==> config.mk <==
export PLATFORM = sky130hd
export DESIGN_NAME = seg_display_top
export DESIGN_NICKNAME = d
export VERILOG_FILES = /design/src/seg_disp_pkg.sv /design/src/seg_reg_pkg.sv /design/src/apb_seg_regs.sv /design/src/digit_convert.sv /design/src/digit_scan.sv /design/src/seg_display_top.sv
export VERILOG_INCLUDE_DIRS = /design/src
export SDC_FILE = /design/constraint.sdc
export NUM_CORES = 1
export LEC_CHECK = 0
export BUFFER_PORTS_ARGS = -buffer_cell sky130_fd_sc_hd__buf_4
export CAP_MARGIN = 30
export CORE_UTILIZATION = 30
export CTS_BUF_LIST = sky130_fd_sc_hd__clkbuf_8
export DETAILED_ROUTE_END_ITERATION = 8
export SLEW_MARGIN = 20
export SYNTH_ARGS = -nofsm -noshare
export SYNTH_HDL_FRONTEND = slang
export SYNTH_SLANG_ARGS = --single-unit
==> constraint.sdc <==
create_clock -name clk -period 7.05 [get_ports clk]
set_clock_uncertainty 0.15 [all_clocks]
set_input_delay 1.41 -clock clk [delete_from_list [all_inputs] [get_ports clk]]
set_output_delay 1.41 -clock clk [all_outputs]
set_load 0.005 [all_outputs]
==> src/seg_params.svh <==
`ifndef SEG_PARAMS_SVH
`define SEG_PARAMS_SVH

// Bus and display geometry.
`define SEG_DATA_W      32
`define SEG_DIGITS      8
`define SEG_ADDR_W      8
`define SEG_DIV_W       16

`define SEG_DIV_RESET   4        // Five cycles per digit.

// APB register offsets.
`define SEG_REG_CTRL    8'h00    // Bit 0 enable, bit 1 decimal.
`define SEG_REG_DATA    8'h04    // Write-only, starts a conversion.
`define SEG_REG_DIV     8'h08
`define SEG_REG_STATUS  8'h0C    // Bit 0 busy.
`define SEG_REG_DIGITS  8'h10    // Read-only, displayed nibbles.

`endif

==> src/seg_disp_pkg.sv <==
`default_nettype none

`include "seg_params.svh"

package seg_disp_pkg;

    typedef enum logic [1:0] {
        CONV_IDLE  = 2'd0,
        CONV_SHIFT = 2'd1,       // Shift-and-add-3 steps.
        CONV_DONE  = 2'd2        // Commit to the digit register.
    } conv_state_e;

    typedef logic [$clog2(`SEG_DIGITS)-1:0] digit_sel_t;

    // Bit 7 unused, bits 6..0 are segments a..g.
    typedef logic [7:0] seg_code_t;

endpackage

`default_nettype wire

==> src/seg_reg_pkg.sv <==
`default_nettype none

`include "seg_params.svh"

package seg_reg_pkg;

    // Command sent with each conversion start.
    typedef enum logic {
        CMD_HEX = 1'b0,          // Nibbles copied as they are.
        CMD_DEC = 1'b1           // Binary to BCD.
    } seg_cmd_e;

    // Eight packed digits, digit 0 in the low nibble.
    typedef logic [4*`SEG_DIGITS-1:0] seg_digits_t;

endpackage

`default_nettype wire

==> src/apb_seg_regs.sv <==
`timescale 1ns/1ns
`default_nettype none

`include "seg_params.svh"

module apb_seg_regs (
    input  wire                          clk,
    input  wire                          rstn,
    input  wire                          psel,
    input  wire                          penable,
    input  wire                          pwrite,
    input  wire  [`SEG_ADDR_W-1:0]       paddr,
    input  wire  [`SEG_DATA_W-1:0]       pwdata,
    output logic [`SEG_DATA_W-1:0]       prdata,
    output logic                         pready,
    output logic                         pslverr,
    output logic                         conv_start,
    output seg_reg_pkg::seg_cmd_e        conv_cmd,
    output logic [`SEG_DATA_W-1:0]       conv_value,
    input  wire                          conv_busy,
    input  wire  seg_reg_pkg::seg_digits_t digits,
    output logic                         scan_en,
    output logic [`SEG_DIV_W-1:0]        scan_div
);

    import seg_reg_pkg::*;

    logic                   access;
    logic                   addr_ok;
    logic                   data_busy;
    logic                   wr_ok;
    logic                   data_wr;
    logic [`SEG_DATA_W-1:0] rdata;
    logic                   ctrl_en;
    logic                   ctrl_dec;
    logic [`SEG_DIV_W-1:0]  div_q;

    assign access = psel && penable;    // Access phase.

    // Read mux and address check.
    always_comb begin
        addr_ok = 1'b1;
        rdata   = '0;
        case (paddr)
            `SEG_REG_CTRL:   rdata[1:0] = {ctrl_dec, ctrl_en};
            `SEG_REG_DATA:   rdata = '0;                // Write-only.
            `SEG_REG_DIV:    rdata[`SEG_DIV_W-1:0] = div_q;
            `SEG_REG_STATUS: rdata[0] = conv_busy;
            `SEG_REG_DIGITS: rdata = digits;
            default:         addr_ok = 1'b0;
        endcase
    end

    // A start already queued counts as busy too.
    assign data_busy = pwrite && (paddr == `SEG_REG_DATA) && (conv_busy || conv_start);

    assign pready  = 1'b1;
    assign pslverr = access && (!addr_ok || data_busy);
    assign prdata  = (access && !pwrite) ? rdata : '0;

    assign wr_ok   = access && pwrite && !pslverr;
    assign data_wr = wr_ok && (paddr == `SEG_REG_DATA);

    always_ff @(posedge clk or negedge rstn) begin
        if (!rstn) begin
            ctrl_en    <= 1'b0;
            ctrl_dec   <= 1'b0;
            div_q      <= `SEG_DIV_W'(`SEG_DIV_RESET);
            conv_start <= 1'b0;
        end else begin
            conv_start <= data_wr;      // One-cycle pulse.
            if (wr_ok && (paddr == `SEG_REG_CTRL)) begin
                ctrl_en  <= pwdata[0];
                ctrl_dec <= pwdata[1];
            end
            if (wr_ok && (paddr == `SEG_REG_DIV)) begin
                div_q <= pwdata[`SEG_DIV_W-1:0];
            end
        end
    end

    // Command follows the mode at the time of the write.
    always_ff @(posedge clk) begin
        if (data_wr) begin
            conv_value <= pwdata;
            conv_cmd   <= ctrl_dec ? CMD_DEC : CMD_HEX;
        end
    end

    assign scan_en  = ctrl_en;
    assign scan_div = div_q;

endmodule

`default_nettype wire

==> src/digit_convert.sv <==
`timescale 1ns/1ns
`default_nettype none

`include "seg_params.svh"

module digit_convert (
    input  wire                            clk,
    input  wire                            rstn,
    input  wire                            conv_start,
    input  wire  seg_reg_pkg::seg_cmd_e    conv_cmd,
    input  wire  [`SEG_DATA_W-1:0]         conv_value,
    output logic                           conv_busy,
    output seg_reg_pkg::seg_digits_t       digits
);

    import seg_reg_pkg::*;
    import seg_disp_pkg::*;

    localparam int BCD_W  = 40;                      // Ten digits cover 32 bits.
    localparam int STEP_W = $clog2(`SEG_DATA_W);

    conv_state_e            state;
    logic [STEP_W-1:0]      step;
    logic [BCD_W-1:0]       bcd_q;
    logic [BCD_W-1:0]       bcd_adj;
    logic [`SEG_DATA_W-1:0] bin_q;
    logic                   load;

    assign load = (state == CONV_IDLE) && conv_start;

    // Add 3 to every digit above 4 before the shift.
    always_comb begin
        bcd_adj = bcd_q;
        for (int i = 0; i < BCD_W / 4; i++) begin
            if (bcd_q[4*i +: 4] > 4'd4) begin
                bcd_adj[4*i +: 4] = bcd_q[4*i +: 4] + 4'd3;
            end
        end
    end

    always_ff @(posedge clk or negedge rstn) begin
        if (!rstn) begin
            state     <= CONV_IDLE;
            step      <= '0;
            conv_busy <= 1'b0;
            digits    <= '0;
        end else begin
            case (state)
                CONV_IDLE: begin
                    if (conv_start) begin
                        if (conv_cmd == CMD_DEC) begin
                            state     <= CONV_SHIFT;
                            step      <= '0;
                            conv_busy <= 1'b1;
                        end else begin
                            digits <= conv_value;   // Hex goes straight out.
                        end
                    end
                end
                CONV_SHIFT: begin
                    step <= step + 1'b1;
                    if (step == STEP_W'(`SEG_DATA_W - 1)) begin
                        state <= CONV_DONE;
                    end
                end
                CONV_DONE: begin
                    digits    <= bcd_q[4*`SEG_DIGITS-1:0];  // Low eight digits.
                    conv_busy <= 1'b0;
                    state     <= CONV_IDLE;
                end
                default: begin
                    state     <= CONV_IDLE;
                    conv_busy <= 1'b0;
                end
            endcase
        end
    end

    // Working registers.
    always_ff @(posedge clk) begin
        if (load) begin
            bcd_q <= '0;
            bin_q <= conv_value;
        end else if (state == CONV_SHIFT) begin
            bcd_q <= {bcd_adj[BCD_W-2:0], bin_q[`SEG_DATA_W-1]};
            bin_q <= {bin_q[`SEG_DATA_W-2:0], 1'b0};
        end
    end

endmodule

`default_nettype wire

==> src/digit_scan.sv <==
`timescale 1ns/1ns
`default_nettype none

`include "seg_params.svh"

module digit_scan (
    input  wire                            clk,
    input  wire                            rstn,
    input  wire                            scan_en,
    input  wire  [`SEG_DIV_W-1:0]          scan_div,
    input  wire  seg_reg_pkg::seg_digits_t digits,
    output logic [`SEG_DIGITS-1:0]         digit_en,
    output seg_disp_pkg::seg_code_t        sseg,
    output seg_disp_pkg::seg_code_t        sseg_hi
);

    import seg_disp_pkg::*;

    logic [`SEG_DIV_W-1:0] dwell_cnt;
    logic [`SEG_DIV_W-1:0] dwell_len;
    logic                  dwell_end;
    digit_sel_t            sel;
    logic [3:0]            nibble;
    seg_code_t             code;
    logic                  hi_bank;

    // Hex to segments, a..g from bit 6 down.
    function automatic seg_code_t seg_encode(input logic [3:0] n);
        case (n)
            4'h0:    return 8'b0111_1110;
            4'h1:    return 8'b0011_0000;
            4'h2:    return 8'b0110_1101;
            4'h3:    return 8'b0111_1001;
            4'h4:    return 8'b0011_0011;
            4'h5:    return 8'b0101_1011;
            4'h6:    return 8'b0101_1111;
            4'h7:    return 8'b0111_0000;
            4'h8:    return 8'b0111_1111;
            4'h9:    return 8'b0111_1011;
            4'hA:    return 8'b0111_0111;
            4'hB:    return 8'b0001_1111;
            4'hC:    return 8'b0100_1110;
            4'hD:    return 8'b0011_1101;
            4'hE:    return 8'b0100_1111;
            4'hF:    return 8'b0100_0111;
            default: return 8'b0000_0000;
        endcase
    endfunction

    assign dwell_end = (dwell_cnt == dwell_len);

    // Dwell length is sampled only when the digit changes.
    always_ff @(posedge clk or negedge rstn) begin
        if (!rstn) begin
            dwell_cnt <= '0;
            dwell_len <= `SEG_DIV_W'(`SEG_DIV_RESET);
            sel       <= '0;
        end else if (!scan_en) begin
            dwell_cnt <= '0;
            dwell_len <= scan_div;
            sel       <= '0;                        // Held at digit 0.
        end else if (dwell_end) begin
            dwell_cnt <= '0;
            dwell_len <= scan_div;
            sel       <= sel + 1'b1;                // Wraps after 7.
        end else begin
            dwell_cnt <= dwell_cnt + 1'b1;
        end
    end

    assign nibble  = digits[sel*4 +: 4];
    assign code    = seg_encode(nibble);
    assign hi_bank = (sel >= digit_sel_t'(`SEG_DIGITS / 2));

    // Pin registers, one cycle behind the selector.
    always_ff @(posedge clk or negedge rstn) begin
        if (!rstn) begin
            digit_en <= '0;
            sseg     <= '0;
            sseg_hi  <= '0;
        end else begin
            digit_en <= scan_en ? (`SEG_DIGITS'(1) << sel) : '0;
            sseg     <= (scan_en && !hi_bank) ? code : '0;
            sseg_hi  <= (scan_en && hi_bank) ? code : '0;
        end
    end

endmodule

`default_nettype wire

==> src/seg_display_top.sv <==
`timescale 1ns/1ns
`default_nettype none

`include "seg_params.svh"

module seg_display_top (
    input  wire                     clk,
    input  wire                     rstn,
    input  wire                     psel,
    input  wire                     penable,
    input  wire                     pwrite,
    input  wire  [`SEG_ADDR_W-1:0]  paddr,
    input  wire  [`SEG_DATA_W-1:0]  pwdata,
    output logic [`SEG_DATA_W-1:0]  prdata,
    output logic                    pready,
    output logic                    pslverr,
    output logic [`SEG_DIGITS-1:0]  digit_en,
    output seg_disp_pkg::seg_code_t sseg,
    output seg_disp_pkg::seg_code_t sseg_hi
);

    import seg_reg_pkg::*;

    logic                   conv_start;
    seg_cmd_e               conv_cmd;
    logic [`SEG_DATA_W-1:0] conv_value;
    logic                   conv_busy;
    seg_digits_t            digits;
    logic                   scan_en;
    logic [`SEG_DIV_W-1:0]  scan_div;

    apb_seg_regs u_decode (
        .clk        (clk),
        .rstn       (rstn),
        .psel       (psel),
        .penable    (penable),
        .pwrite     (pwrite),
        .paddr      (paddr),
        .pwdata     (pwdata),
        .prdata     (prdata),
        .pready     (pready),
        .pslverr    (pslverr),
        .conv_start (conv_start),
        .conv_cmd   (conv_cmd),
        .conv_value (conv_value),
        .conv_busy  (conv_busy),
        .digits     (digits),
        .scan_en    (scan_en),
        .scan_div   (scan_div)
    );

    digit_convert u_execute (
        .clk        (clk),
        .rstn       (rstn),
        .conv_start (conv_start),
        .conv_cmd   (conv_cmd),
        .conv_value (conv_value),
        .conv_busy  (conv_busy),
        .digits     (digits)
    );

    digit_scan u_result (
        .clk        (clk),
        .rstn       (rstn),
        .scan_en    (scan_en),
        .scan_div   (scan_div),
        .digits     (digits),
        .digit_en   (digit_en),
        .sseg       (sseg),
        .sseg_hi    (sseg_hi)
    );

endmodule

`default_nettype wire

==> results.md <==
- Status: finished, final reports clean
- Port buffer count: 99
- Slew at the pin with the worst max-slew slack: 818 ps
- Rel. slew slack: 45.1%
- Syn Inst Count: 896
- CTS tree: done
- Post-CTS resize count: 0
- Most common cell after layout, fill and taps aside: dfrtp_1
- Synth cell types: 60
- Static Leak: 5.31 nW
- Setup-failing EPs final: 0
- Post-Synth Adder-Cell Area: 3.87%
- Area grow syn2layout: 19.7%
- Main combinational cell family by area after synthesis: multiplexers
- Post-cts hold buffer count: 0
- Global-route wire length before repair: 37.1 mm
- Cell-internal power: 2.10 mW
- Hold depth: 2
- Via density: 4.70
- NumNets Final: 1,077
- Initial antenna violation count: 0
- Root buf cell: clkbuf_8
- Clock Tree Buf Depth: 3
- Pin count of the biggest net entering global routing: 71
- Via Count: 6,925
- Total power: 2.84 mW
- Fmax: 0.200 GHz
- Async S/R FF share, synth: 54.5%
- Hold path start: u_execute.bcd_q[28]
- Setup TNS: 0 ps
- Beginning of the worst register-to-register path: u_result.sel[1]
- FF+latch count, synth: 213
- Tcrit/Tclk final: 71.0%
- Core box area: 0.0327 mm2
- Maxcap violations: 0
- ANT nets after route: 0
- Worst r2r dst: u_result.sseg_hi[5]
- FF-to-FF setup slack: 4090 ps
- CP bufs+invs: 2
- Die width: 185 um
- FF/Latch Area: 0.00550 mm2
- Drt pass-1 iters: 5
- P_sw: 0.739 mW
- Critical path endpoint category: primary output
- Main synth FF type: dfrtp_1
- R2R depth: 6
- Synth top area share: 28.5%
- Share of total power in combinational logic: 11.4%
- P per Cell Area: 237 mW/mm2
- CTS clock-pin slew for the worst setup and hold paths: 60 ps
- Number of global-route vias before repair: 6,688
- Mux contribution to synthesized area: 12.0%
- Total Routing Usage GR: 14.1%
- Peak supply drop: 0.106 mV
- Clk_lat worst skew: 530 ps
- Slew Viols, Final: 0
- Seq pwr share: 48.9%
- Fill cell count: 3,269
- Hpwl dp: 16.4 mm
- Startpoint type of the worst setup path: input pin
- Post CTS Setup Buffer Count: 0
- Hold Path End: u_execute.bcd_q[28]
- Antenna cell count: 0
- Critical path peak fanout: 16
- Total routed wirelength: 23.8 mm
- CP Data Required Time: 5490 ps
- Hold crit path type: flop to flop
- Unrepaired setup endpoints after global routing: no
- Ys Warns: 0
- Routability cong.: 0.827
- CP arrival: 3440 ps
- # clock sinks: 213
- Power share of the clock group: 39.7%
- Crit-path cells: buf_4 > nor3_1 > and2_1 > and3_1 > and2b_1 > and2_1 > buf_4
- Simple-gate share of the synthesized area: 10.9%
- Starting Density: 30.6%
- DRC Markers: 0
- Die ar.: 0.0341 mm2
- Most frequent cells in the layout: dfrtp_1 (114), buf_4 (108), nor2_1 (75)
- Minimum clock period: 5000 ps
- Xor and xnor area share after synthesis: 3.24%
- Compound-Gate Fraction of Synth Area: 11.3%
- Sw Share: 26.1%
- Proportion of layout cells with a drive suffix above 1: 22.4%
- CP peak stage delay: 650 ps
- TritonCTS Buffers: 37
- Multi-input gate area: 0.00417 mm2
- Area contributors post-synth: dfrtp_1 (28%), edfxtp_1 (19%), dfxtp_1 (6.4%)
- Die height: 185 um
- Delay-heaviest family, CP: simple AND/OR/NAND/NOR gates
- First-iteration detailed-routing DRC count: 382
- Endpoints failing hold: 0
- Num rows: 66
- Max stage delay cell, worst path: and3_1
- Register area share after synthesis: 54.9%
- GR Overflow Total: 0
- Synthesized area: 0.0100 mm2
- Syn Area/Cell: 11.2 um2
- H-Tree Level Count: 2
- Top-Level Pins: 103
- Number of synthesized flops with an enable pin: 65
- Area leader, netlist: dfrtp_1
- Crit Path Class: input pin to primary output
- Wire length per cell: 16.2 um
-- area by class of cell --
type	instances	share of cell area (%)
Tap cell	442	4.61
Multi-Input combinational cell	593	34.8
Sequential cell	213	45.9
Inverter	47	1.47
Timing Repair Buffer	109	6.99
Clock buffer	45	5.17
Clock inverter	23	1.13
-- tightest hold or removal path, delay by kind of cell (launching register included) --
kind	cells	cell delay, ps
flops	1	310
simple gates	1	50
compound gates	1	60
-- per-stage QoR --
| step | utilization (%) | setup WS (ps) | hold slack (ps) | instance area, um2 | instances |
|---|---|---|---|---|---|
| floorplan | - | 2240 | 268 | 10000 | 897 |
| detailed placement | 34.3 | 2030 | 312 | 11200 | 1403 |
| global placement | 34.2 | 2120 | 309 | 11200 | 1403 |
| finish | 36.7 | 2050 | 324 | 12000 | 1472 |
| CTS | 36.6 | 2020 | 323 | 12000 | 1471 |
| global route | 36.7 | 1840 | 352 | 12000 | 1472 |
-- state kept, by name, indices dropped and copies added, names as in the netlist, 2 cells and up --
register             count
u_decode.scan_div       16
u_execute.bin_q         32
u_execute.digits        32
u_result.dwell_len      16
u_result.digit_en        8
u_decode.conv_value     32
u_result.sseg_hi         7
u_execute.bcd_q         32
u_execute.step           5
u_result.sel             3
u_result.sseg            7
u_execute.state          2
u_result.dwell_cnt      16
-- worst max-delay path by stage --
stage | start | end | slack [ps] | cells past startpoint
CTS | paddr[1] | prdata[29] | 2020 | 7
global route | paddr[1] | prdata[18] | 1840 | 7
detailed placement | paddr[1] | prdata[29] | 2030 | 7
floorplan | paddr[4] | u_decode.conv_cmd | 2240 | 3
global placement | paddr[1] | prdata[26] | 2120 | 7
finish | paddr[1] | prdata[17] | 2050 | 7
-- synthesized netlist by cell type, types with 4 or more instances --
cell type,n
a21oi_1,50
a221oi_1,6
a22o_1,4
a22oi_1,14
and2_1,28
and3_1,6
buf_2,7
buf_4,5
clkbuf_1,29
dfrtp_1,114
dfxtp_1,32
edfxtp_1,65
ha_1,31
inv_1,45
mux2_1,24
mux2_2,44
mux2i_1,26
mux4_2,6
nand2_1,75
nand3_1,5
nand4_1,5
nor2_1,75
nor2b_1,5
nor3_1,12
nor4_1,8
o21ai_0,56
o22ai_1,32
o31a_1,8
or3_1,4
xnor2_1,17
xor2_1,20
-- power groups by stage --
stage	registers, mW	logic [mW]	clock network (mW)
3_5_place_dp	1.41	0.322	0
5_1_grt	1.40	0.373	1.21
2_1_floorplan	1.39	0.241	0
3_3_place_gp	1.41	0.309	0
4_1_cts	1.39	0.325	1.16
6_report	1.39	0.323	1.13
-- cell families after synthesis --
logic type / Yosys count
AND/OR/NAND/NOR: 235
flip-flops: 213
AO/OA/AOI/OAI: 185
multiplexers: 102
buffers and inverters: 91
XOR/XNOR: 37
adder cells (fa/ha/maj): 31
other: 2
-- metal layers --
metal  track usage (%)  routed length, um  up-vias
li1                  -                  -     3388
met1              18.2              10700     3362
met2              23.7              11600      135
met3              2.57                990       40
met4              4.33                509        0
met5                 0                  0        -
Power figures use the tool's default switching activity.
